File: config.mk
export PLATFORM = sky130hd
export DESIGN_NAME = fc_subsystem
export DESIGN_NICKNAME = d
export VERILOG_FILES = /design/src/fc_pkg.sv /design/src/tcdm_if.sv /design/src/fc_apu_unit.sv /design/src/fc_irq_capture.sv /design/src/fc_l2_bridge.sv /design/src/fc_subsystem.sv
export SDC_FILE = /design/constraint.sdc
export NUM_CORES = 2
export LEC_CHECK = 0
export ABC_AREA = 1
export BUFFER_PORTS_ARGS = -buffer_cell sky130_fd_sc_hd__buf_2
export CORE_AREA = 4 4 328 330
export CTS_CLUSTER_DIAMETER = 120
export CTS_CLUSTER_SIZE = 40
export DETAILED_ROUTE_END_ITERATION = 12
export DIE_AREA = 0 0 332 334
export GPL_TIMING_DRIVEN = 0
export SYNTH_ARGS = -nofsm -noshare
export SYNTH_HDL_FRONTEND = slang
export SYNTH_SLANG_ARGS = --single-unit
File: constraint.sdc
create_clock -name clk_i -period 8.3 [get_ports clk_i]
set_input_delay 0 -clock clk_i [delete_from_list [all_inputs] [get_ports clk_i]]
set_output_delay 0 -clock clk_i [all_outputs]
set_load 0.03 [all_outputs]
File: src/fc_pkg.sv
//**************************************************************************
// Fabric controller shared definitions: bus widths, interrupt layout,
// L2 outstanding limit and the auxiliary unit operation encoding
//**************************************************************************

package fc_pkg;

  // Bus widths toward L2 and the core
  localparam int unsigned FC_ADDR_W = 32;
  localparam int unsigned FC_DATA_W = 32;
  localparam int unsigned FC_BE_W   = 4;

  //**************************************************************************
  // Interrupts
  //**************************************************************************

  localparam int unsigned FC_N_IRQ    = 32;
  localparam int unsigned FC_IRQ_ID_W = 5;

  // Event generator line, passed through as a level
  localparam int unsigned FC_IRQ_LEVEL_LINE = 11;

  //**************************************************************************
  // L2 bridge
  //**************************************************************************

  // Granted requests per channel still waiting for r_valid
  localparam int unsigned FC_MAX_OUTSTANDING = 2;
  localparam int unsigned FC_OUTST_W         = 2;

  //**************************************************************************
  // Auxiliary processing unit
  //**************************************************************************

  localparam int unsigned FC_APU_NARGS    = 2;
  localparam int unsigned FC_APU_OP_W     = 2;
  localparam int unsigned FC_APU_RFLAGS_W = 2;

  // Result flag positions
  localparam int unsigned FC_APU_FLAG_ZERO = 0;
  localparam int unsigned FC_APU_FLAG_NEG  = 1;

  typedef enum logic [FC_APU_OP_W-1:0] {
    APU_OP_ADD  = 2'b00,
    APU_OP_SUB  = 2'b01,
    // Low half of the 64-bit product
    APU_OP_MULL = 2'b10,
    // Signed maximum of the two operands
    APU_OP_MAX  = 2'b11
  } fc_apu_op_e;

  typedef logic [FC_APU_NARGS-1:0][FC_DATA_W-1:0] fc_apu_operands_t;

endpackage

File: src/tcdm_if.sv
//**************************************************************************
// L2 request/grant/response bus between the bridge and the interconnect
//**************************************************************************

`timescale 1ns/1ps

interface tcdm_if
  import fc_pkg::*;
();

  // Request phase, driven by the master
  logic                 req;
  logic [FC_ADDR_W-1:0] add;
  logic                 wen;
  logic [FC_DATA_W-1:0] wdata;
  logic [FC_BE_W-1:0]   be;

  // Grant and response phase, driven by the slave
  logic                 gnt;
  logic                 r_valid;
  logic [FC_DATA_W-1:0] r_rdata;
  logic                 r_opc;

  modport master (
    output req, add, wen, wdata, be,
    input  gnt, r_valid, r_rdata, r_opc
  );

  modport slave (
    input  req, add, wen, wdata, be,
    output gnt, r_valid, r_rdata, r_opc
  );

endinterface

File: src/fc_apu_unit.sv
//**************************************************************************
// Auxiliary processing unit: two-stage integer pipeline with zero and
// negative result flags, one operation accepted per cycle
//**************************************************************************

`timescale 1ns/1ps

module fc_apu_unit
  import fc_pkg::*;
(
  input  logic                       clk_i,
  input  logic                       rst_ni,
  input  logic                       apu_req_i,
  output logic                       apu_gnt_o,
  input  fc_apu_operands_t           apu_operands_i,
  input  fc_apu_op_e                 apu_op_i,
  output logic                       apu_rvalid_o,
  output logic [FC_DATA_W-1:0]       apu_result_o,
  output logic [FC_APU_RFLAGS_W-1:0] apu_rflags_o
);

  logic                       gnt_q;
  logic                       accept;

  // Stage one
  logic                       s1_valid_q;
  logic [FC_DATA_W-1:0]       s1_opa_q;
  logic [FC_DATA_W-1:0]       s1_opb_q;
  fc_apu_op_e                 s1_op_q;

  // Stage two
  logic                       s2_valid_q;
  logic [FC_DATA_W-1:0]       s2_result_q;
  logic [FC_APU_RFLAGS_W-1:0] s2_flags_q;

  logic [FC_DATA_W-1:0]       result_d;
  logic [FC_APU_RFLAGS_W-1:0] flags_d;

  // Grant rises on the first edge after reset and stays high
  always_ff @(posedge clk_i or negedge rst_ni) begin
    if (!rst_ni) begin
      gnt_q <= 1'b0;
    end else begin
      gnt_q <= 1'b1;
    end
  end

  assign apu_gnt_o = gnt_q;
  assign accept    = apu_req_i & gnt_q;

  //**************************************************************************
  // Valid chain
  //**************************************************************************

  always_ff @(posedge clk_i or negedge rst_ni) begin
    if (!rst_ni) begin
      s1_valid_q <= 1'b0;
      s2_valid_q <= 1'b0;
    end else begin
      s1_valid_q <= accept;
      s2_valid_q <= s1_valid_q;
    end
  end

  // Operand capture, only on acceptance
  always_ff @(posedge clk_i) begin
    if (accept) begin
      s1_opa_q <= apu_operands_i[0];
      s1_opb_q <= apu_operands_i[1];
      s1_op_q  <= apu_op_i;
    end
  end

  //**************************************************************************
  // Execute
  //**************************************************************************

  always_comb begin
    unique case (s1_op_q)
      APU_OP_ADD:  result_d = s1_opa_q + s1_opb_q;
      APU_OP_SUB:  result_d = s1_opa_q - s1_opb_q;
      APU_OP_MULL: result_d = s1_opa_q * s1_opb_q;
      APU_OP_MAX: begin
        result_d = ($signed(s1_opa_q) > $signed(s1_opb_q)) ? s1_opa_q : s1_opb_q;
      end
      default:     result_d = '0;
    endcase
  end

  always_comb begin
    flags_d                   = '0;
    flags_d[FC_APU_FLAG_ZERO] = (result_d == '0);
    flags_d[FC_APU_FLAG_NEG]  = result_d[FC_DATA_W-1];
  end

  always_ff @(posedge clk_i) begin
    if (s1_valid_q) begin
      s2_result_q <= result_d;
      s2_flags_q  <= flags_d;
    end
  end

  assign apu_rvalid_o = s2_valid_q;
  assign apu_result_o = s2_result_q;
  assign apu_rflags_o = s2_flags_q;

endmodule

File: src/fc_irq_capture.sv
//**************************************************************************
// Interrupt capture: synchronizes peripheral events, turns rising edges
// into sticky pending bits and clears them on core acknowledge
//**************************************************************************

`timescale 1ns/1ps

module fc_irq_capture
  import fc_pkg::*;
(
  input  logic                   clk_i,
  input  logic                   rst_ni,
  input  logic [FC_N_IRQ-1:0]    events_i,
  input  logic                   irq_ack_i,
  input  logic [FC_IRQ_ID_W-1:0] irq_ack_id_i,
  output logic [FC_N_IRQ-1:0]    irq_o
);

  // Two-flop synchronizer, then a history stage for edge detection
  logic [FC_N_IRQ-1:0] meta_q;
  logic [FC_N_IRQ-1:0] sync_q;
  logic [FC_N_IRQ-1:0] prev_q;
  logic [FC_N_IRQ-1:0] rise_q;
  logic [FC_N_IRQ-1:0] irq_q;
  logic [FC_N_IRQ-1:0] ack_hit;

  // One-hot decode of the acknowledged line
  always_comb begin
    ack_hit = '0;
    if (irq_ack_i) begin
      ack_hit[irq_ack_id_i] = 1'b1;
    end
  end

  always_ff @(posedge clk_i or negedge rst_ni) begin
    if (!rst_ni) begin
      meta_q <= '0;
      sync_q <= '0;
      prev_q <= '0;
      rise_q <= '0;
    end else begin
      meta_q <= events_i;
      sync_q <= meta_q;
      prev_q <= sync_q;
      // Registered rising edge keeps the pending logic shallow
      rise_q <= sync_q & ~prev_q;
    end
  end

  //**************************************************************************
  // Pending bits
  //**************************************************************************

  always_ff @(posedge clk_i or negedge rst_ni) begin
    if (!rst_ni) begin
      irq_q <= '0;
    end else begin
      for (int i = 0; i < FC_N_IRQ; i++) begin
        if (i == FC_IRQ_LEVEL_LINE) begin
          // Event generator line, no edge detect and no stickiness
          irq_q[i] <= events_i[i];
        end else if (ack_hit[i]) begin
          // Acknowledge wins over a new edge in the same cycle
          irq_q[i] <= 1'b0;
        end else begin
          irq_q[i] <= irq_q[i] | rise_q[i];
        end
      end
    end
  end

  assign irq_o = irq_q;

endmodule

File: src/fc_l2_bridge.sv
//**************************************************************************
// Core to L2 bridge that maps the instruction and data ports onto the L2
// bus and limits the outstanding transactions on each channel
//**************************************************************************

`timescale 1ns/1ps

module fc_l2_bridge
  import fc_pkg::*;
(
  input  logic                 clk_i,
  input  logic                 rst_ni,

  // Core instruction port
  input  logic                 instr_req_i,
  output logic                 instr_gnt_o,
  input  logic [FC_ADDR_W-1:0] instr_addr_i,
  output logic                 instr_rvalid_o,
  output logic [FC_DATA_W-1:0] instr_rdata_o,
  output logic                 instr_err_o,
  tcdm_if.master               l2_instr,

  // Core data port
  input  logic                 data_req_i,
  output logic                 data_gnt_o,
  input  logic [FC_ADDR_W-1:0] data_addr_i,
  input  logic                 data_we_i,
  input  logic [FC_BE_W-1:0]   data_be_i,
  input  logic [FC_DATA_W-1:0] data_wdata_i,
  output logic                 data_rvalid_o,
  output logic [FC_DATA_W-1:0] data_rdata_o,
  output logic                 data_err_o,
  tcdm_if.master               l2_data
);

  logic [FC_OUTST_W-1:0] instr_cnt_q;
  logic [FC_OUTST_W-1:0] data_cnt_q;
  logic                  instr_stall;
  logic                  data_stall;

  // Counts up on a grant and down on a response
  function automatic logic [FC_OUTST_W-1:0] outst_next(
    input logic [FC_OUTST_W-1:0] cnt,
    input logic                  granted,
    input logic                  responded
  );
    logic [FC_OUTST_W-1:0] nxt;
    nxt = cnt;
    if (granted && !responded) begin
      nxt = cnt + 1'b1;
    end else if (!granted && responded) begin
      nxt = cnt - 1'b1;
    end
    return nxt;
  endfunction

  // A response in the same cycle frees a slot at the limit
  assign instr_stall = (instr_cnt_q == FC_OUTST_W'(FC_MAX_OUTSTANDING)) && !l2_instr.r_valid;
  assign data_stall  = (data_cnt_q == FC_OUTST_W'(FC_MAX_OUTSTANDING)) && !l2_data.r_valid;

  //**************************************************************************
  // Instruction channel reads full words
  //**************************************************************************

  assign l2_instr.req   = instr_req_i & ~instr_stall;
  assign l2_instr.add   = instr_addr_i;
  assign l2_instr.wen   = 1'b1;
  assign l2_instr.wdata = '0;
  assign l2_instr.be    = '1;
  assign instr_gnt_o    = l2_instr.gnt & ~instr_stall;
  assign instr_rvalid_o = l2_instr.r_valid;
  assign instr_rdata_o  = l2_instr.r_rdata;
  assign instr_err_o    = l2_instr.r_opc;

  //**************************************************************************
  // Data channel with active-low wen toward L2
  //**************************************************************************

  assign l2_data.req    = data_req_i & ~data_stall;
  assign l2_data.add    = data_addr_i;
  assign l2_data.wen    = ~data_we_i;
  assign l2_data.wdata  = data_wdata_i;
  assign l2_data.be     = data_be_i;
  assign data_gnt_o     = l2_data.gnt & ~data_stall;
  assign data_rvalid_o  = l2_data.r_valid;
  assign data_rdata_o   = l2_data.r_rdata;
  assign data_err_o     = l2_data.r_opc;

  always_ff @(posedge clk_i or negedge rst_ni) begin
    if (!rst_ni) begin
      instr_cnt_q <= '0;
      data_cnt_q  <= '0;
    end else begin
      instr_cnt_q <= outst_next(instr_cnt_q, l2_instr.req & l2_instr.gnt, l2_instr.r_valid);
      data_cnt_q  <= outst_next(data_cnt_q, l2_data.req & l2_data.gnt, l2_data.r_valid);
    end
  end

endmodule

File: src/fc_subsystem.sv
//**************************************************************************
// Fabric controller glue: interrupt capture, L2 bridge and auxiliary unit
// around the control core, with the core side exposed as plain ports
//**************************************************************************

`timescale 1ns/1ps

module fc_subsystem
  import fc_pkg::*;
(
  input  logic                       clk_i,
  input  logic                       rst_ni,

  // Interrupts
  input  logic [FC_N_IRQ-1:0]        events_i,
  input  logic                       core_irq_ack_i,
  input  logic [FC_IRQ_ID_W-1:0]     core_irq_ack_id_i,
  output logic [FC_N_IRQ-1:0]        core_irq_o,

  // Core instruction port
  input  logic                       core_instr_req_i,
  output logic                       core_instr_gnt_o,
  input  logic [FC_ADDR_W-1:0]       core_instr_addr_i,
  output logic                       core_instr_rvalid_o,
  output logic [FC_DATA_W-1:0]       core_instr_rdata_o,
  output logic                       core_instr_err_o,

  // Core data port
  input  logic                       core_data_req_i,
  output logic                       core_data_gnt_o,
  input  logic [FC_ADDR_W-1:0]       core_data_addr_i,
  input  logic                       core_data_we_i,
  input  logic [FC_BE_W-1:0]         core_data_be_i,
  input  logic [FC_DATA_W-1:0]       core_data_wdata_i,
  output logic                       core_data_rvalid_o,
  output logic [FC_DATA_W-1:0]       core_data_rdata_o,
  output logic                       core_data_err_o,

  // Auxiliary unit
  input  logic                       apu_req_i,
  output logic                       apu_gnt_o,
  input  fc_apu_operands_t           apu_operands_i,
  input  fc_apu_op_e                 apu_op_i,
  output logic                       apu_rvalid_o,
  output logic [FC_DATA_W-1:0]       apu_result_o,
  output logic [FC_APU_RFLAGS_W-1:0] apu_rflags_o,

  // L2 instruction channel
  output logic                       l2_instr_req_o,
  output logic [FC_ADDR_W-1:0]       l2_instr_add_o,
  output logic                       l2_instr_wen_o,
  output logic [FC_DATA_W-1:0]       l2_instr_wdata_o,
  output logic [FC_BE_W-1:0]         l2_instr_be_o,
  input  logic                       l2_instr_gnt_i,
  input  logic                       l2_instr_r_valid_i,
  input  logic [FC_DATA_W-1:0]       l2_instr_r_rdata_i,
  input  logic                       l2_instr_r_opc_i,

  // L2 data channel
  output logic                       l2_data_req_o,
  output logic [FC_ADDR_W-1:0]       l2_data_add_o,
  output logic                       l2_data_wen_o,
  output logic [FC_DATA_W-1:0]       l2_data_wdata_o,
  output logic [FC_BE_W-1:0]         l2_data_be_o,
  input  logic                       l2_data_gnt_i,
  input  logic                       l2_data_r_valid_i,
  input  logic [FC_DATA_W-1:0]       l2_data_r_rdata_i,
  input  logic                       l2_data_r_opc_i
);

  tcdm_if l2_instr_bus ();
  tcdm_if l2_data_bus ();

  //**************************************************************************
  // L2 bus to plain ports
  //**************************************************************************

  assign l2_instr_req_o           = l2_instr_bus.req;
  assign l2_instr_add_o           = l2_instr_bus.add;
  assign l2_instr_wen_o           = l2_instr_bus.wen;
  assign l2_instr_wdata_o         = l2_instr_bus.wdata;
  assign l2_instr_be_o            = l2_instr_bus.be;
  assign l2_instr_bus.gnt         = l2_instr_gnt_i;
  assign l2_instr_bus.r_valid     = l2_instr_r_valid_i;
  assign l2_instr_bus.r_rdata     = l2_instr_r_rdata_i;
  assign l2_instr_bus.r_opc       = l2_instr_r_opc_i;

  assign l2_data_req_o            = l2_data_bus.req;
  assign l2_data_add_o            = l2_data_bus.add;
  assign l2_data_wen_o            = l2_data_bus.wen;
  assign l2_data_wdata_o          = l2_data_bus.wdata;
  assign l2_data_be_o             = l2_data_bus.be;
  assign l2_data_bus.gnt          = l2_data_gnt_i;
  assign l2_data_bus.r_valid      = l2_data_r_valid_i;
  assign l2_data_bus.r_rdata      = l2_data_r_rdata_i;
  assign l2_data_bus.r_opc        = l2_data_r_opc_i;

  //**************************************************************************
  // Blocks
  //**************************************************************************

  fc_irq_capture u_irq_capture (
    .clk_i        (clk_i),
    .rst_ni       (rst_ni),
    .events_i     (events_i),
    .irq_ack_i    (core_irq_ack_i),
    .irq_ack_id_i (core_irq_ack_id_i),
    .irq_o        (core_irq_o)
  );

  fc_l2_bridge u_l2_bridge (
    .clk_i          (clk_i),
    .rst_ni         (rst_ni),
    .instr_req_i    (core_instr_req_i),
    .instr_gnt_o    (core_instr_gnt_o),
    .instr_addr_i   (core_instr_addr_i),
    .instr_rvalid_o (core_instr_rvalid_o),
    .instr_rdata_o  (core_instr_rdata_o),
    .instr_err_o    (core_instr_err_o),
    .l2_instr       (l2_instr_bus.master),
    .data_req_i     (core_data_req_i),
    .data_gnt_o     (core_data_gnt_o),
    .data_addr_i    (core_data_addr_i),
    .data_we_i      (core_data_we_i),
    .data_be_i      (core_data_be_i),
    .data_wdata_i   (core_data_wdata_i),
    .data_rvalid_o  (core_data_rvalid_o),
    .data_rdata_o   (core_data_rdata_o),
    .data_err_o     (core_data_err_o),
    .l2_data        (l2_data_bus.master)
  );

  fc_apu_unit u_apu_unit (
    .clk_i          (clk_i),
    .rst_ni         (rst_ni),
    .apu_req_i      (apu_req_i),
    .apu_gnt_o      (apu_gnt_o),
    .apu_operands_i (apu_operands_i),
    .apu_op_i       (apu_op_i),
    .apu_rvalid_o   (apu_rvalid_o),
    .apu_result_o   (apu_result_o),
    .apu_rflags_o   (apu_rflags_o)
  );

endmodule

==> metrics.txt <==
# TYPE chip_impl_metric gauge
chip_impl_metric{name="maxClockFrequency",unit="MHz"} 122
chip_impl_metric{name="p_leak",unit="nW"} 20.7
chip_impl_metric{name="rows",unit=""} 119
chip_impl_info{name="cts_root_buf",value="sky130_fd_sc_hd__clkbuf_16"} 1
chip_impl_metric{name="floorplan.io_pins",unit=""} 558
chip_impl_metric{name="slew_violations",unit=""} 0
chip_impl_metric{name="totalWireLength",unit="µm"} 112000
chip_impl_metric{name="number_of_antenna_repair_diodes",unit=""} 0
chip_impl_metric{name="dpl.hpwl",unit="µm"} 91800
chip_impl_metric{name="timing.critical_path.required",unit="ns"} 8.60
chip_impl_metric{name="place.detailed.instances",unit=""} 5696
chip_impl_info{name="startpoint_type",value="flop"} 1
chip_impl_metric{name="layout.cell_area.non_filler",unit="mm²"} 0.0370
chip_impl_metric{name="placement.io_buffers",unit=""} 354
chip_impl_metric{name="mappedNetlistArea",unit="mm²"} 0.0313
chip_impl_metric{name="setup_viols_final",unit=""} 0
chip_impl_metric{name="detail_route.vias_per_cell",unit=""} 4.58
chip_impl_metric{name="placed_cell_area",unit="mm²"} 0.0350
chip_impl_metric{name="insertion_delay",unit="ns"} 0.55
chip_impl_metric{name="post_synth_inst_count",unit=""} 3913
chip_impl_metric{name="first_pass_iters",unit=""} 6
chip_impl_metric{name="synth.distinct_cells",unit=""} 53
chip_impl_metric{name="antenna_violations_before_repair",unit=""} 3
chip_impl_metric{name="grt_first_pass_wirelength",unit="µm"} 167000
chip_impl_info{name="hold_class",value="in2reg"} 1
chip_impl_info{name="setup.worst_path.class",value="reg2reg"} 1
chip_impl_info{name="worst_setup_path_end_kind",value="flop"} 1
chip_impl_metric{name="count_of_flip_flops_with_a_built_in_enable_after_synthesis",unit=""} 99
chip_impl_info{name="min_from",value="l2_instr_gnt_i"} 1
chip_impl_metric{name="grt_remaining_overflow",unit=""} 0
chip_impl_info{name="synthTopCellsByArea",value="sky130_fd_sc_hd__fa_1 26%, sky130_fd_sc_hd__dfrtp_1 13%, sky130_fd_sc_hd__inv_1 12%"} 1
chip_impl_metric{name="ir_worst_vdd",unit="mV"} 1.15
chip_impl_info{name="synth.cells.most_frequent",value="965 x sky130_fd_sc_hd__inv_1, 874 x sky130_fd_sc_hd__nand2_1, 410 x sky130_fd_sc_hd__fa_1"} 1
chip_impl_metric{name="setup.reg_to_reg.worst_slack",unit="ns"} 0.09
chip_impl_metric{name="drc_errors",unit=""} 0
chip_impl_metric{name="worst-r2r-cell-count",unit=""} 27
chip_impl_metric{name="cts.reportedPaths.clkPinSlew",unit="ns"} 0.13
chip_impl_metric{name="worst_ep_arrival_time",unit="ns"} 8.51
chip_impl_metric{name="final_antenna_net_count",unit=""} 0
chip_impl_info{name="run_status",value="completed"} 1
chip_impl_metric{name="place_worst_setup_slack",unit="ns"} -1.09
chip_impl_metric{name="drt-initial-drc-count",unit=""} 2462
chip_impl_metric{name="instance_count_along_the_most_critical_hold_path",unit=""} 5
chip_impl_metric{name="yosysWarningCount",unit=""} 0
chip_impl_metric{name="min_cycle_time_layout",unit="ns"} 8.21
chip_impl_info{name="reg2reg_to",value="u_apu_unit.apu_rflags_o[0]"} 1
chip_impl_metric{name="dr_total_vias",unit=""} 26800
chip_impl_metric{name="fin_skew",unit="ns"} 0.0483
chip_impl_info{name="tritoncts",value="yes"} 1
chip_impl_metric{name="avgRoutedWirePerCell",unit="µm"} 19.2
chip_impl_metric{name="sinks_on_clock_net",unit=""} 262
chip_impl_metric{name="maxCapViolCount",unit=""} 0
chip_impl_metric{name="worstPathMaxFanout",unit=""} 10
chip_impl_metric{name="power.density",unit="mW/mm²"} 454
chip_impl_metric{name="post_layout_nonfiller_instances",unit=""} 5853
chip_impl_metric{name="synth_seq_cells",unit=""} 262
chip_impl_metric{name="synth.yosys.seq_area_share",unit=""} 0.226
chip_impl_info{name="synth.most_common_cell",value="sky130_fd_sc_hd__inv_1"} 1
chip_impl_metric{name="max_slew_margin",unit=""} 0.163
chip_impl_metric{name="cts_buffers",unit=""} 11
chip_impl_metric{name="syn2layout_area_growth",unit="%"} 18.3
chip_impl_metric{name="post_route_cells_drive_above_1_share",unit=""} 0.173
chip_impl_metric{name="cts_max_level",unit=""} 1
chip_impl_metric{name="place.gp.congestion",unit=""} 0.999
chip_impl_metric{name="design.die.area",unit="mm²"} 0.111
chip_impl_metric{name="ctsLongestPathBuffers",unit=""} 3
chip_impl_info{name="rsz_0062_raised_after_global_routing",value="no"} 1
chip_impl_metric{name="grt_pass1_vias",unit=""} 26800
chip_impl_metric{name="fin_total_pwr",unit="W"} 0.0168
chip_impl_metric{name="async_reset_ff_frac",unit=""} 0.622
chip_impl_info{name="timing.rr.start",value="u_apu_unit.s1_opb_q[17]"} 1
chip_impl_metric{name="initial_core_util",unit=""} 0.298
chip_impl_metric{name="fin_crit_sh",unit=""} 0.989
chip_impl_metric{name="core-area",unit="mm²"} 0.105
chip_impl_metric{name="chipWidth",unit="µm"} 332
chip_impl_metric{name="number_of_endpoints_with_negative_hold_slack_in_the_final_report",unit=""} 0
chip_impl_info{name="synth_top_area_cell",value="sky130_fd_sc_hd__fa_1"} 1
chip_impl_metric{name="fin_nets",unit=""} 5337
chip_impl_info{name="dominantRegCellSynth",value="sky130_fd_sc_hd__dfrtp_1"} 1
chip_impl_metric{name="avgSynthCellArea",unit="µm²"} 7.99
chip_impl_info{name="hold_crit_endpoint",value="u_l2_bridge.instr_cnt_q[0]"} 1
chip_impl_metric{name="die_ht",unit="µm"} 334
chip_impl_metric{name="maximum_number_of_pins_on_one_net_before_global_route_repair",unit=""} 104
chip_impl_metric{name="tightest_slew",unit="ns"} 1.25
chip_impl_metric{name="gr-usage-all-layers",unit=""} 0.198
chip_impl_metric{name="netlist.area_leader.share",unit=""} 0.263
chip_impl_metric{name="worst_slack",unit="ns"} 0.0921
[per-layer routing]
layer	part of all wire	GRT usage	vias to the layer above
met2	0.45	0.317	1265
met5	0.00029	0	-
met1	0.40	0.258	12900
met3	0.091	0.0437	258
met4	0.056	0.0848	4
li1	-	-	12400
[flip-flops by register name, summed over array words and instances, names as in the netlist]
register                 cells
u_apu_unit.apu_gnt_o         1
u_apu_unit.apu_result_o     31
u_apu_unit.apu_rflags_o      2
u_apu_unit.apu_rvalid_o      1
u_apu_unit.s1_op_q           2
u_apu_unit.s1_opa_q         32
u_apu_unit.s1_opb_q         32
u_apu_unit.s1_valid_q        1
u_irq_capture.irq_o         31
u_irq_capture.meta_q        32
u_irq_capture.prev_q        31
u_irq_capture.rise_q        31
u_irq_capture.sync_q        31
u_l2_bridge.data_cnt_q       2
u_l2_bridge.instr_cnt_q      2
[how the worst max path moves through the flow]
stage / startpoint / endpoint
6_report: u_apu_unit.s1_opb_q[17] / u_apu_unit.apu_rflags_o[0]
5_1_grt: u_apu_unit.s1_opa_q[5] / u_apu_unit.apu_rflags_o[0]
4_1_cts: u_apu_unit.s1_opb_q[16] / u_apu_unit.apu_rflags_o[0]
3_5_place_dp: u_apu_unit.s1_opb_q[5] / u_apu_unit.apu_rflags_o[0]
3_3_place_gp: u_apu_unit.s1_opb_q[5] / u_apu_unit.apu_rflags_o[0]
2_1_floorplan: u_apu_unit.s1_opa_q[11] / u_apu_unit.apu_rflags_o[0]
[cell usage in the layout (no fill, tap or decap), types with 6 or more instances in the layout]
cell type                       instances
sky130_fd_sc_hd__xor2_1                34
sky130_fd_sc_hd__dlygate4sd3_1        111
sky130_fd_sc_hd__ha_1                 186
sky130_fd_sc_hd__a31oi_1                6
sky130_fd_sc_hd__nand2_1              874
sky130_fd_sc_hd__buf_2                382
sky130_fd_sc_hd__nand4_1               26
sky130_fd_sc_hd__a21oi_2                6
sky130_fd_sc_hd__o21ai_0               94
sky130_fd_sc_hd__conb_1                38
sky130_fd_sc_hd__or2_2                 11
sky130_fd_sc_hd__nand3b_1              11
sky130_fd_sc_hd__buf_4                251
sky130_fd_sc_hd__nand3_1              125
sky130_fd_sc_hd__o21ai_1                7
sky130_fd_sc_hd__xnor2_1               31
sky130_fd_sc_hd__a21oi_1              165
sky130_fd_sc_hd__a21o_1                12
sky130_fd_sc_hd__nor2_1               224
sky130_fd_sc_hd__dfrtp_1              162
sky130_fd_sc_hd__clkbuf_16             12
sky130_fd_sc_hd__clkbuf_2              44
sky130_fd_sc_hd__fa_1                 410
sky130_fd_sc_hd__nor3_1                39
sky130_fd_sc_hd__inv_1                964
sky130_fd_sc_hd__edfxtp_1              99
sky130_fd_sc_hd__o21bai_1              14
sky130_fd_sc_hd__o211ai_1               6
sky130_fd_sc_hd__clkbuf_4              20
sky130_fd_sc_hd__nand2_2                7
sky130_fd_sc_hd__clkbuf_1              27
[critical path: stages, from the launching register on]
cell and delay, ns:
sky130_fd_sc_hd__edfxtp_1 0.44, sky130_fd_sc_hd__clkbuf_2 0.35, sky130_fd_sc_hd__clkbuf_2 0.38, sky130_fd_sc_hd__nand2_1 0.14, sky130_fd_sc_hd__fa_1 0.55, sky130_fd_sc_hd__inv_1 0.07, sky130_fd_sc_hd__fa_1 0.55, sky130_fd_sc_hd__inv_1 0.06
sky130_fd_sc_hd__fa_1 0.50, sky130_fd_sc_hd__inv_1 0.06, sky130_fd_sc_hd__fa_1 0.63, sky130_fd_sc_hd__inv_1 0.08, sky130_fd_sc_hd__fa_1 0.45, sky130_fd_sc_hd__fa_1 0.49, sky130_fd_sc_hd__inv_1 0.05, sky130_fd_sc_hd__fa_1 0.60
sky130_fd_sc_hd__fa_1 0.48, sky130_fd_sc_hd__ha_1 0.39, sky130_fd_sc_hd__inv_1 0.10, sky130_fd_sc_hd__nor3_1 0.29, sky130_fd_sc_hd__nand2_1 0.12, sky130_fd_sc_hd__o2111ai_1 0.47, sky130_fd_sc_hd__or2_2 0.20, sky130_fd_sc_hd__nand3_1 0.11
sky130_fd_sc_hd__o211ai_1 0.17, sky130_fd_sc_hd__nor2_1 0.10, sky130_fd_sc_hd__nand2_1 0.09, sky130_fd_sc_hd__nor3_2 0.04
[cell type report]
type,count,area (µm²)
multi-input combinational,2369,18600
sequential,262,7050
fill,11000,67800
inverter,967,3630
clock buffer,13,314
clock inverter,3,61.3
timing repair buffer,500,3250
buffer,348,2340
tap,1391,1740
[where the power goes]
part | switching, W | internal (W) | total, W
registers | 0.0000639 | 0.00154 | 0.00160
clock network | 0.000423 | 0.000290 | 0.000713
logic | 0.00925 | 0.00524 | 0.0145
[stage by stage]
stage	util	TNS [ns]	hold slack [ns]
global placement	0.333	-5.39	0.109
floorplan	-	0	-0.296
CTS	0.350	0	0.0256
global route	0.353	0	0.0501
finish	0.353	0	0.0473
detailed placement	0.334	-5.17	-0.0423
[kinds of logic (layout without fill, tap and decap cells)]
| family | after synthesis | count (layout) | share of synthesized area |
|---|---|---|---|
| xor gates and xnor gates | 65 | 65 | 0.0182 |
| adders and majority gates | 598 | 598 | 0.338 |
| other | 2 | 38 | 0.000240 |
| buffers and inverters | 1318 | 1831 | 0.186 |
| AOI/OAI and AO/OA | 329 | 329 | 0.0580 |
| and+or+nand+nor | 1339 | 1339 | 0.175 |
| DFF | 262 | 262 | 0.226 |
[repair_timing]
item / CTS / global route
setup endpoints to repair: 17 / 5
gates resized for setup: 71 / 109
setup buffers: 10 / 22
pin swaps: 0 / 2
hold endpoints to repair: 295 / 0
hold buffers: 112 / 0
Note: power is estimated with default switching activity, not from simulation.
